===== src/hdl/simt_defines.svh =====
/*
 * SIMT front end sizing
 * Warp count, warp width, PC and instruction widths, program memory depth
 */

`ifndef SIMT_DEFINES_SVH
`define SIMT_DEFINES_SVH

// ######################################
// Warp organisation
// ######################################

// Warps per compute unit
`define SIMT_NUM_WARPS 4
// Threads per warp, one mask bit each
`define SIMT_WARP_WIDTH 8

// ######################################
// Instruction side
// ######################################

// Instruction-word address width
`define SIMT_PC_WIDTH 16
// Program memory words
`define SIMT_MEM_DEPTH 64
`define SIMT_INST_WIDTH 32

`endif


===== src/hdl/simt_arch_pkg.sv =====
/*
 * SIMT architecture types
 * Warp id, program counter, active-thread mask and warp state
 */

`default_nettype none

`include "simt_defines.svh"

package simt_arch_pkg;

    // Warp index into the fetcher tables
    typedef logic [$clog2(`SIMT_NUM_WARPS)-1:0] wid_t;

    // Instruction-word address, not byte address
    typedef logic [`SIMT_PC_WIDTH-1:0] pc_t;

    // One bit per thread in the warp
    typedef logic [`SIMT_WARP_WIDTH-1:0] act_mask_t;

    // Per-warp scheduling state
    typedef enum logic [1:0] {
        IDLE    = 2'd0,  // Not launched or retired
        READY   = 2'd1,  // Eligible for fetch
        WAITING = 2'd2   // One instruction in flight
    } warp_state_e;

endpackage : simt_arch_pkg

`default_nettype wire


===== src/hdl/simt_isa_pkg.sv =====
/*
 * SIMT instruction encoding
 * Word type, opcodes and field types with their bit positions
 */

`default_nettype none

`include "simt_defines.svh"

package simt_isa_pkg;

    // Raw instruction word from program memory
    typedef logic [`SIMT_INST_WIDTH-1:0] enc_inst_t;

    // Opcode in bits 31..28, anything above JMP is illegal
    typedef enum logic [3:0] {
        EXIT = 4'd0,  // Zero word retires the warp
        NOP  = 4'd1,
        ADD  = 4'd2,
        SUB  = 4'd3,
        MUL  = 4'd4,
        JMP  = 4'd5   // Absolute jump to imm
    } opcode_e;

    typedef logic [3:0]  reg_idx_t;
    typedef logic [15:0] imm_t;

    // Field positions inside the word
    localparam int unsigned OPC_LSB = 28;
    localparam int unsigned RD_LSB  = 24;
    localparam int unsigned RS_LSB  = 20;
    localparam int unsigned IMM_LSB = 0;

endpackage : simt_isa_pkg

`default_nettype wire


===== src/hdl/fetch_if.sv =====
/*
 * Fetcher to instruction cache link
 * Valid/ready handshake carrying the warp's PC and active mask
 */

`timescale 1ns/1ps
`default_nettype none

interface fetch_if import simt_arch_pkg::*; ();

    logic      valid;
    logic      ready;
    pc_t       pc;
    act_mask_t act_mask;
    wid_t      warp_id;

    // Fetcher side, request source
    modport fetcher (
        output valid, pc, act_mask, warp_id,
        input  ready
    );

    // Cache side, request sink
    modport cache (
        input  valid, pc, act_mask, warp_id,
        output ready
    );

endinterface : fetch_if

`default_nettype wire


===== src/hdl/inst_if.sv =====
/*
 * Instruction cache to decoder link
 * Looked-up word plus warp id, PC and active mask
 */

`timescale 1ns/1ps
`default_nettype none

interface inst_if import simt_arch_pkg::*, simt_isa_pkg::*; ();

    logic      valid;
    logic      ready;
    pc_t       pc;
    act_mask_t act_mask;
    wid_t      warp_id;
    enc_inst_t inst;

    // Cache side, drives the registered lookup
    modport cache (
        output valid, pc, act_mask, warp_id, inst,
        input  ready
    );

    // Decoder side
    modport decoder (
        input  valid, pc, act_mask, warp_id, inst,
        output ready
    );

endinterface : inst_if

`default_nettype wire


===== src/hdl/inst_decoder.sv =====
/*
 * Instruction decoder
 * Splits the word into fields, computes the next PC, redirects the fetcher
 * in the accept cycle and registers the decoded instruction
 */

`timescale 1ns/1ps
`default_nettype none

module inst_decoder import simt_arch_pkg::*, simt_isa_pkg::*; (
    input  wire logic      clk_i,
    input  wire logic      rst_n_i,
    // From cache
    inst_if.decoder        ic,
    // Redirect to fetcher
    output logic           redir_valid_o,
    output wid_t           redir_warp_id_o,
    output pc_t            redir_pc_o,
    output logic           redir_done_o,
    // Decoded stream
    output logic           dec_valid_o,
    input  wire logic      dec_ready_i,
    output wid_t           dec_warp_id_o,
    output pc_t            dec_pc_o,
    output act_mask_t      dec_act_mask_o,
    output opcode_e        dec_opcode_o,
    output reg_idx_t       dec_rd_o,
    output reg_idx_t       dec_rs_o,
    output imm_t           dec_imm_o,
    output logic           dec_illegal_o
);

    opcode_e  opcode;
    reg_idx_t rd;
    reg_idx_t rs;
    imm_t     imm;
    logic     illegal;
    pc_t      next_pc;
    logic     accept;

    // ######################################
    // Field decode
    // ######################################

    assign opcode = opcode_e'(ic.inst[OPC_LSB +: $bits(opcode_e)]);
    assign rd     = ic.inst[RD_LSB +: $bits(reg_idx_t)];
    assign rs     = ic.inst[RS_LSB +: $bits(reg_idx_t)];
    assign imm    = ic.inst[IMM_LSB +: $bits(imm_t)];

    always_comb begin
        case (opcode)
            EXIT, NOP, ADD, SUB, MUL, JMP: illegal = 1'b0;
            default:                       illegal = 1'b1;
        endcase
    end

    // JMP is absolute, everything else falls through
    assign next_pc = (opcode == JMP) ? pc_t'(imm) : ic.pc + pc_t'(1);

    // ######################################
    // Handshake and redirect
    // ######################################

    assign ic.ready = ~dec_valid_o | dec_ready_i;
    assign accept   = ic.valid & ic.ready;

    // One pulse per accepted instruction
    assign redir_valid_o   = accept;
    assign redir_warp_id_o = ic.warp_id;
    assign redir_pc_o      = next_pc;
    assign redir_done_o    = (opcode == EXIT) | illegal;

    // ######################################
    // Output register
    // ######################################

    always_ff @(posedge clk_i) begin
        if (!rst_n_i) begin
            dec_valid_o <= 1'b0;
        end else if (accept) begin
            dec_valid_o <= 1'b1;
        end else if (dec_ready_i) begin
            dec_valid_o <= 1'b0;
        end
    end

    always_ff @(posedge clk_i) begin
        if (accept) begin
            dec_warp_id_o  <= ic.warp_id;
            dec_pc_o       <= ic.pc;
            dec_act_mask_o <= ic.act_mask;
            dec_opcode_o   <= opcode;
            dec_rd_o       <= rd;
            dec_rs_o       <= rs;
            dec_imm_o      <= imm;
            dec_illegal_o  <= illegal;
        end
    end

    // Stalled output keeps valid and its payload
    a_dec_hold : assert property (@(posedge clk_i) disable iff (!rst_n_i)
        dec_valid_o && !dec_ready_i |=> dec_valid_o && $stable(dec_pc_o)
            && $stable(dec_warp_id_o) && $stable(dec_opcode_o))
        else $error("decoded output changed under back-pressure");

endmodule : inst_decoder

`default_nettype wire


===== src/hdl/instruction_cache.sv =====
/*
 * Instruction cache stage
 * Plain program memory with a write port and one registered lookup stage,
 * addresses past the memory read as the zero word
 */

`timescale 1ns/1ps
`default_nettype none

`include "simt_defines.svh"

module instruction_cache import simt_arch_pkg::*, simt_isa_pkg::*; #(
    parameter int unsigned MemDepth = `SIMT_MEM_DEPTH
) (
    input  wire logic      clk_i,
    input  wire logic      rst_n_i,
    // Program load
    input  wire logic      prog_write_i,
    input  wire pc_t       prog_addr_i,
    input  wire enc_inst_t prog_data_i,
    // From fetcher
    fetch_if.cache         fe,
    // To decoder
    inst_if.cache          ic
);

    localparam int unsigned AddrWidth = $clog2(MemDepth);

    enc_inst_t mem_q [MemDepth];

    logic      valid_q;
    enc_inst_t lookup;
    logic      accept;

    // ######################################
    // Program memory
    // ######################################

    always_ff @(posedge clk_i) begin
        if (prog_write_i && prog_addr_i < pc_t'(MemDepth)) begin
            mem_q[prog_addr_i[AddrWidth-1:0]] <= prog_data_i;
        end
    end

    // Out of range reads give EXIT
    assign lookup = (fe.pc < pc_t'(MemDepth)) ? mem_q[fe.pc[AddrWidth-1:0]] : '0;

    // ######################################
    // Lookup stage
    // ######################################

    // Free slot, or decoder drains it this cycle
    assign fe.ready = ~valid_q | ic.ready;
    assign accept   = fe.valid & fe.ready;

    always_ff @(posedge clk_i) begin
        if (!rst_n_i) begin
            valid_q <= 1'b0;
        end else if (accept) begin
            valid_q <= 1'b1;
        end else if (ic.ready) begin
            valid_q <= 1'b0;
        end
    end

    // Write in the same cycle returns the old word
    always_ff @(posedge clk_i) begin
        if (accept) begin
            ic.inst     <= lookup;
            ic.pc       <= fe.pc;
            ic.act_mask <= fe.act_mask;
            ic.warp_id  <= fe.warp_id;
        end
    end

    assign ic.valid = valid_q;

    a_prog_in_range : assert property (@(posedge clk_i) disable iff (!rst_n_i)
        prog_write_i |-> prog_addr_i < pc_t'(MemDepth))
        else $error("program write to 0x%0h beyond memory", prog_addr_i);

endmodule : instruction_cache

`default_nettype wire


===== src/hdl/simt_frontend.sv =====
/*
 * SIMT instruction front end
 * Fetcher, instruction cache stage and decoder joined by handshake links
 */

`timescale 1ns/1ps
`default_nettype none

module simt_frontend import simt_arch_pkg::*, simt_isa_pkg::*; (
    input  wire logic      clk_i,
    input  wire logic      rst_n_i,
    // Program load
    input  wire logic      prog_write_i,
    input  wire pc_t       prog_addr_i,
    input  wire enc_inst_t prog_data_i,
    // Warp launch
    input  wire logic      launch_i,
    input  wire wid_t      launch_warp_i,
    input  wire pc_t       launch_pc_i,
    input  wire act_mask_t launch_mask_i,
    // Decoded stream
    output logic           dec_valid_o,
    input  wire logic      dec_ready_i,
    output wid_t           dec_warp_id_o,
    output pc_t            dec_pc_o,
    output act_mask_t      dec_act_mask_o,
    output opcode_e        dec_opcode_o,
    output reg_idx_t       dec_rd_o,
    output reg_idx_t       dec_rs_o,
    output imm_t           dec_imm_o,
    output logic           dec_illegal_o,
    output logic           busy_o
);

    // Stage links
    fetch_if fe_bus ();
    inst_if  ic_bus ();

    // Decoder back to fetcher
    logic redir_valid;
    wid_t redir_warp_id;
    pc_t  redir_pc;
    logic redir_done;

    warp_fetcher fetch0 (
        .clk_i           (clk_i),
        .rst_n_i         (rst_n_i),
        .launch_i        (launch_i),
        .launch_warp_i   (launch_warp_i),
        .launch_pc_i     (launch_pc_i),
        .launch_mask_i   (launch_mask_i),
        .redir_valid_i   (redir_valid),
        .redir_warp_id_i (redir_warp_id),
        .redir_pc_i      (redir_pc),
        .redir_done_i    (redir_done),
        .fe              (fe_bus.fetcher),
        .busy_o          (busy_o)
    );

    instruction_cache icache0 (
        .clk_i        (clk_i),
        .rst_n_i      (rst_n_i),
        .prog_write_i (prog_write_i),
        .prog_addr_i  (prog_addr_i),
        .prog_data_i  (prog_data_i),
        .fe           (fe_bus.cache),
        .ic           (ic_bus.cache)
    );

    inst_decoder dec0 (
        .clk_i           (clk_i),
        .rst_n_i         (rst_n_i),
        .ic              (ic_bus.decoder),
        .redir_valid_o   (redir_valid),
        .redir_warp_id_o (redir_warp_id),
        .redir_pc_o      (redir_pc),
        .redir_done_o    (redir_done),
        .dec_valid_o     (dec_valid_o),
        .dec_ready_i     (dec_ready_i),
        .dec_warp_id_o   (dec_warp_id_o),
        .dec_pc_o        (dec_pc_o),
        .dec_act_mask_o  (dec_act_mask_o),
        .dec_opcode_o    (dec_opcode_o),
        .dec_rd_o        (dec_rd_o),
        .dec_rs_o        (dec_rs_o),
        .dec_imm_o       (dec_imm_o),
        .dec_illegal_o   (dec_illegal_o)
    );

endmodule : simt_frontend

`default_nettype wire


===== src/hdl/warp_fetcher.sv =====
/*
 * Warp fetcher
 * Per-warp PC, mask and state table, round-robin pick of a READY warp,
 * redirect from the decoder returns the warp to READY or IDLE
 */

`timescale 1ns/1ps
`default_nettype none

`include "simt_defines.svh"

module warp_fetcher import simt_arch_pkg::*; (
    input  wire logic      clk_i,
    input  wire logic      rst_n_i,
    // Warp launch
    input  wire logic      launch_i,
    input  wire wid_t      launch_warp_i,
    input  wire pc_t       launch_pc_i,
    input  wire act_mask_t launch_mask_i,
    // Redirect from decode
    input  wire logic      redir_valid_i,
    input  wire wid_t      redir_warp_id_i,
    input  wire pc_t       redir_pc_i,
    input  wire logic      redir_done_i,
    // Fetch request
    fetch_if.fetcher       fe,
    output logic           busy_o
);

    // ######################################
    // Warp table
    // ######################################

    warp_state_e state_q [`SIMT_NUM_WARPS];
    pc_t         pc_q    [`SIMT_NUM_WARPS];
    act_mask_t   mask_q  [`SIMT_NUM_WARPS];

    // Last issued warp, search starts one past it
    wid_t rr_q;
    // Request stalled last cycle, keep the same warp
    logic hold_q;
    wid_t hold_wid_q;

    logic pick_found;
    wid_t pick_wid;
    wid_t sel_wid;
    logic issue;

    // ######################################
    // Round-robin pick
    // ######################################

    always_comb begin
        int idx;
        pick_found = 1'b0;
        pick_wid   = rr_q;
        for (int i = 1; i <= `SIMT_NUM_WARPS; i++) begin
            idx = (int'(rr_q) + i) % `SIMT_NUM_WARPS;
            // First READY warp after the pointer wins
            if (!pick_found && state_q[idx] == READY) begin
                pick_found = 1'b1;
                pick_wid   = wid_t'(idx);
            end
        end
    end

    // Stalled request keeps its warp so data stays stable
    assign sel_wid     = hold_q ? hold_wid_q : pick_wid;
    assign fe.valid    = hold_q | pick_found;
    assign fe.warp_id  = sel_wid;
    assign fe.pc       = pc_q[sel_wid];
    assign fe.act_mask = mask_q[sel_wid];

    assign issue = fe.valid & fe.ready;

    // ######################################
    // State update
    // ######################################

    always_ff @(posedge clk_i) begin
        if (!rst_n_i) begin
            for (int w = 0; w < `SIMT_NUM_WARPS; w++) begin
                state_q[w] <= IDLE;
            end
            rr_q       <= wid_t'(`SIMT_NUM_WARPS - 1);
            hold_q     <= 1'b0;
            hold_wid_q <= '0;
        end else begin
            hold_q     <= fe.valid & ~fe.ready;
            hold_wid_q <= sel_wid;
            if (issue) begin
                rr_q <= sel_wid;
            end
            for (int w = 0; w < `SIMT_NUM_WARPS; w++) begin
                // Issue, redirect and launch never hit the same warp
                if (issue && sel_wid == wid_t'(w)) begin
                    state_q[w] <= WAITING;
                end
                if (redir_valid_i && redir_warp_id_i == wid_t'(w)) begin
                    state_q[w] <= redir_done_i ? IDLE : READY;
                end
                // Launch only takes an IDLE warp
                if (launch_i && launch_warp_i == wid_t'(w) && state_q[w] == IDLE) begin
                    state_q[w] <= READY;
                end
            end
        end
    end

    // PC and mask payload
    always_ff @(posedge clk_i) begin
        for (int w = 0; w < `SIMT_NUM_WARPS; w++) begin
            if (redir_valid_i && redir_warp_id_i == wid_t'(w)) begin
                pc_q[w] <= redir_pc_i;
            end
            if (launch_i && launch_warp_i == wid_t'(w) && state_q[w] == IDLE) begin
                pc_q[w]   <= launch_pc_i;
                mask_q[w] <= launch_mask_i;
            end
        end
    end

    always_comb begin
        busy_o = 1'b0;
        for (int w = 0; w < `SIMT_NUM_WARPS; w++) begin
            if (state_q[w] != IDLE) begin
                busy_o = 1'b1;
            end
        end
    end

    // Decoder only answers for a warp with an instruction in flight
    a_redir_waiting : assert property (@(posedge clk_i) disable iff (!rst_n_i)
        redir_valid_i |-> state_q[redir_warp_id_i] == WAITING)
        else $error("redirect for warp %0d which is not WAITING", redir_warp_id_i);

endmodule : warp_fetcher

`default_nettype wire


===== config.mk =====
export PLATFORM = sky130hd
export DESIGN_NAME = simt_frontend
export DESIGN_NICKNAME = d
export VERILOG_FILES = /design/src/hdl/simt_arch_pkg.sv /design/src/hdl/simt_isa_pkg.sv /design/src/hdl/fetch_if.sv /design/src/hdl/inst_if.sv /design/src/hdl/inst_decoder.sv /design/src/hdl/instruction_cache.sv /design/src/hdl/simt_frontend.sv /design/src/hdl/warp_fetcher.sv
export VERILOG_INCLUDE_DIRS = /design/src /design/src/hdl
export SDC_FILE = /design/constraint.sdc
export NUM_CORES = 2
export LEC_CHECK = 0
export BUFFER_PORTS_ARGS = -buffer_cell sky130_fd_sc_hd__buf_2
export CORE_MARGIN = 2
export CORE_UTILIZATION = 60
export DETAILED_ROUTE_END_ITERATION = 16
export MAX_ROUTING_LAYER = met4
export PLACE_DENSITY = 0.78
export SLEW_MARGIN = 20
export SYNTH_ARGS = -nofsm -noshare
export SYNTH_HDL_FRONTEND = slang
export SYNTH_SLANG_ARGS = --single-unit

===== constraint.sdc =====
create_clock -name clk_i -period 4.2 [get_ports clk_i]
set_clock_uncertainty 0.15 [all_clocks]
set_input_delay 0.63 -clock clk_i [delete_from_list [all_inputs] [get_ports clk_i]]
set_output_delay 0.63 -clock clk_i [all_outputs]
set_load 0.005 [all_outputs]

# == Yosys cells after proc, flatten, opt, wreduce, memory -nomap -nowiden ==
# Memories as Yosys holds them, arrays and structs flattened. A register that Yosys moved wholly into a read port is not among the register bits.
# Cells that the tools add are included.
# op_classes
reduce_logical,42
magnitude_cmp,2
eq_ne,18
n_mux,92
addsub,5
n_mul,0
shifts,0
n_div,0
bitwise,26
# op_table
op,count
16-bit two-way mux,5
1-bit two-way mux,64
2-bit two-way mux,20
"16-bit by 7-bit < comparator with 1-bit output, second input constant",2
8-bit two-way mux,3
8-bit OR reduction,3
1-bit logical AND,20
1-bit bitwise OR,20
"16-bit by 1-bit adder with 16-bit output, second input constant",1
"2-bit by 1-bit == test with 1-bit output, second input constant",7
2-bit logical NOT,7
"2-bit == test, second input constant",6
2-bit nonzero test,6
"4-bit by 2-bit == test with 1-bit output, second input constant",2
"4-bit by 3-bit == test with 1-bit output, second input constant",2
6-bit OR reduction,1
"2-bit by 1-bit adder with 2-bit output, second input constant",2
"2-bit adder, second input constant",2
"4-bit by 1-bit == test with 1-bit output, second input constant",1
1-bit logical NOT,4
4-bit logical NOT,1
1-bit bitwise AND,3
1-bit NOT,3
# totals
memories,4
ram_bits,2152
word_cells,204
latch_bits,0
out_inout_bits,57
ff_bits,80
mem_bits_ro,0
# mem_list
memory,depth,word_bits,read_ports,rd_clocked_by_memory_dff,wr,line,text
icache0.mem_q,64,32,1,1,1,instruction_cache.sv:29,enc_inst_t mem_q [MemDepth];
fetch0.pc_q,4,16,1,0,4,warp_fetcher.sv:35,pc_t pc_q [`SIMT_NUM_WARPS];
fetch0.mask_q,4,8,1,1,1,warp_fetcher.sv:36,act_mask_t mask_q [`SIMT_NUM_WARPS];
fetch0.state_q,4,2,8,0,4,warp_fetcher.sv:34,warp_state_e state_q [`SIMT_NUM_WARPS];

# == Depth between registers and ports, before layout ==
# An unclocked memory read counts as a cell.
# depth
ltp_word,22
mapped_depth,19
ltp_nobuf,13

# == By module ==
# A second synthesis with hierarchy kept.
# unflattened
hier_cells,4004
area_unflattened_um2,88046.9
# by_module_without_submodules
mod,cells_each,seq_area_each_um2,instances,area_per_inst_um2
instruction_cache,3453,63260.7,1,80415.9
warp_fetcher,410,3263.1,1,5395.2
inst_decoder,141,1671.6,1,2235.9

# == Least setup slack after synthesis ==
# No wires, ideal clock.
# synth_timing
kind,reg2reg
startpoint,memory fetch0.state_q[0][0] (netlist name)
endpoint,"register icache0.ic.inst[15], read port of icache0.mem_q, data pin"
setup_time_ns,0.272
setup_slack_ns,0.813
t_arrival_ns,2.965
stages_incl_launch_ff,14
n_path_buf,2
required_ns,3.778
period_less_slack_ns,3.387
cell_sequence,edfxtp_1 > nor2b_4 > o221a_1 > o31a_4 > clkinv_4 > buf_6 > mux2i_1 > mux2i_4 > nand3_2 > buf_4 > a311oi_1 > or4_1 > nor4_1 > o211ai_1
# synth_lines
item,line,text
"start, declared",warp_fetcher.sv:34,
"end, declared",inst_if.sv:20,"output valid, pc, act_mask, warp_id, inst,"

==> summary.txt <==
STA
  • Max Clk Rate: 0.235 GHz
  • Worst setup margin: -0.0534 ns
  • Final setup fails: 6
  • RSZ-0062 raised after global routing: yes
  • Final hold violations: 0
  • Final min period: roughly 4.3 ns
  • Final hold slack: roughly 0.078 ns
  • Rel. slew slack: 0.159
  • Worst-margin pin slew: 1.26 ns
  • Period utilization: 1.01
  • Total negative slack: -0.191 ns
  • Fin. max-slew vios: 0

Layout
  • Area Overhead vs Synth: 16.2%
  • Finished Layout Cells: between 8000 and 9000
  • Final nets: ~6300
  • Layout cells sized above 1: 0.163
  • Post-route cell area: 0.0936 mm2

Clocking
  • Num CTS Buffers: 190
  • Clk root buf: clkbuf_16
  • CTS tree: built
  • Clock Sinks: approximately 2000
  • Clock H-tree levels: 4
  • Reg clk slew, reported paths: around 0.060 ns
  • Clk_lat worst skew: slightly above 0.8 ns
  • Max Buffers Root-to-Sink: 3

Route
  • Routed WL: around 230 mm
  • Vias per std cell: 6.63
  • DRT Pass-1 Iters: 8
  • Post-route ant nets: 0
  • Remaining DRCs: 0
  • Iteration-0 DRC Markers: 9380
  • Vias: roughly 54000
  • Avg WL per Cell: between 20 and 30 um

Setup path
  • Cell Chain, Critical Path: nor2b_4 > o221a_1 > o31a_4 > buf_4 > o211ai_1 > and4_4 > inv_16 > buf_16 > buf_12 > buf_12 > a211oi_1 > a2111oi_0 > or4_4 > nor4_4 > buf_4 > o211ai_1
  • Buffer and inverter count on the worst path: 6
  • Largest fanout on the critical path: 7
  • Critical Path Source Type: flop
  • Slowest Stage Delay on Critical Path: roughly 0.53 ns
  • Slowest CP cell: or4_4
  • Setup crit end kind: flop
  • CP delay by family, top: simple AND/OR/NAND/NOR gates
  • Critical Path AT: roughly 4.6 ns
  • Worst path required time: roughly 4.6 ns
  • Worst Setup Path Type: reg2reg

Synthesis
  • Top cell type's share of synthesized area: 0.747
  • Synth unique cells: between 60 and 70
  • Sequential fraction of the synthesis area: 0.749
  • Mapped Avg Cell Area: roughly 14 um2
  • Largest cells by area after synthesis: edfxtp_1 75%, nand2_1 7.8%, and3_1 2.6%
  • Post-synth top area cell: edfxtp_1
  • Top_reg_cell synth: edfxtp_1
  • Synth Cell Area: between 0.08 and 0.09 mm2
  • EDFF count, synth: about 2000
  • Syn Nets: 5944
  • Async S/R FF share, synth: 0
  • Seq cells post-synth: ~2000
  • Yosys warning count: 0
  • Synthesized instance count: between 5000 and 6000

GRT
  • Largest net degree at the start of global routing: about 110
  • First-pass GRT wire length: roughly 330 mm
  • Tot GR Track Use: 0.334
  • Grt total ovfl: 0
  • GRT busiest layer: met2
  • Initial antenna violation count: 7
  • Vias in the first global route: approximately 50000
  • GR Layer Usage met3: 0.0703
  • Met2 global-route usage: 0.504
  • Global-route track usage on met1: 0.441

Floorplan
  • Die Y: approximately 370 um
  • Die Wd: about 370 um
  • Die ar.: 0.137 mm2
  • Initial Util: 0.604
  • Boundary pin count: ~140
  • Site row count: ~130
  • Core footprint: approximately 0.13 mm2

Run status
  • Violated checks: negative setup slack
  • Outcome: finished, violations left

Run
  • Reported max-cap violation count: 0

Hold path
  • Hold WC Path Type: in2reg

Placement
  • RePlAce Congestion: around 0.89
  • Area of placed instances: between 0.08 and 0.09 mm2
  • DP HPWL: roughly 130 mm
  • Placed insts: approximately 7700
  • Quantity of I/O buffers inserted on ports: 131
[worst reg2reg max path: stages, from the launching register on]
cell and delay (ns):
edfxtp_1 0.41, nor2b_4 0.17, o221a_1 0.25, o31a_4 0.37, buf_4 0.16, o211ai_1 0.09, and4_4 0.36, inv_16 0.08
buf_16 0.18, buf_12 0.17, buf_12 0.13, a211oi_1 0.21, a2111oi_0 0.15, or4_4 0.53, nor4_4 0.32, buf_4 0.18
o211ai_1 0.08
[repair_timing]
action,4_1_cts,5_1_grt
pin swaps,7,40
resized for setup,53,149
buffers inserted,11,30
hold buffers,25,0
cloned,3,14
endpoints found under the setup margin,28,28
endpoints found under the hold margin,95,0
[routing by layer]
metal  routed length (um)  part of all wire
met4                11000             0.048
met3                33500              0.14
met5                    0                 0
met1                80100              0.35
met2               107000              0.46
[synth_stat cells (all sizes together) (16+ instances only)]
cell and n:
a31oi 48, nor2 95, nor3 34, a311oi 196, nand3 352, clkbuf 191
or4 31, o21ai 55, a311o 55, nor4 41, buf 212, a21oi 68
a2111oi 55, mux2i 92, edfxtp 2005, mux2 19, a211o 27, a211oi 140
nand2 1679, inv 16, o211ai 34, and3 329
[registers in the layout, indices dropped and copies added (netlist names), named ones only]
register             cells
dec0.dec_act_mask_o      8
dec0.dec_illegal_o       1
dec0.dec_imm_o          16
dec0.dec_opcode_o        4
dec0.dec_pc_o           16
dec0.dec_rd_o            4
dec0.dec_rs_o            4
dec0.dec_valid_o         1
dec0.dec_warp_id_o       2
fetch0.hold_q            1
fetch0.hold_wid_q        2
fetch0.mask_q           32
fetch0.pc_q             64
fetch0.rr_q              2
fetch0.state_q           8
icache0.ic.act_mask      8
icache0.ic.inst         28
icache0.ic.pc           16
icache0.ic.valid         1
icache0.ic.warp_id       2
icache0.mem_q         1792
[cell families after synthesis]
group / Yosys count / synth area share
AOI/OAI and AO/OA: 692 / 0.0666
xor gates and xnor gates: 14 / 0.00152
adders and majority gates: 1 / 0.000155
buffers and inverters: 422 / 0.0243
DFF: 2014 / 0.749
muxes: 112 / 0.0149
and+or+nand+nor: 2609 / 0.143
[cell usage in the layout (no fill, tap or decap), drive strengths merged, types with 41 or more instances in the layout]
cell type,instances
a311o,55
nand3,352
o21ai,55
nor4,41
nand2,1679
buf,535
clkbuf,256
a31oi,48
mux2i,92
and3,329
a311oi,196
edfxtp,2005
clkinv,71
a2111oi,55
a211oi,140
a21oi,68
nor2,95
[metrics by stage]
| stage | util | setup slack (ns) |
|---|---|---|
| 4_1_cts | 0.692 | 0.00125 |
| 6_report | 0.702 | -0.0534 |
| 2_1_floorplan | - | 0.813 |
| 3_3_place_gp | 0.642 | -0.225 |
| 3_5_place_dp | 0.642 | -0.302 |
| 5_1_grt | 0.702 | -0.116 |
[final cells by class]
cell class | instances | area [um2]
Clock buffer | 242 | 5100
Fill cell | 7917 | 39700
Multi-Input combinational cell | 3428 | 19400
Tap cell | 1768 | 2210
Timing Repair Buffer | 577 | 5480
Antenna cell | 5 | 12.5
Timing Repair inverter | 1 | 8.76
Inverter | 19 | 113
Sequential cell | 2014 | 60400
Clock inverter | 95 | 880
[final timing paths]
path / from / end / slack, ns / cells past startpoint
worst min register to register: icache0.ic.act_mask[0]$_DFFE_PN_ / dec0.dec_act_mask_o[0]$_DFFE_PP_ / 0.28 / 0
worst max-delay path: fetch0.state_q[1][0]$_SDFFCE_PN0P_ / icache0.ic.inst[4]$_SDFFCE_PP0N_ / -0.05 / 16
worst min-delay path: launch_pc_i[1] / fetch0.pc_q[1][1]$_DFFE_PP_ / 0.08 / 3
worst max register to register: fetch0.state_q[1][0]$_SDFFCE_PN0P_ / icache0.ic.inst[4]$_SDFFCE_PP0N_ / -0.05 / 16
Power is not shown: default switching activity piles up to over one toggle a cycle in this logic, so the estimate is an artifact.
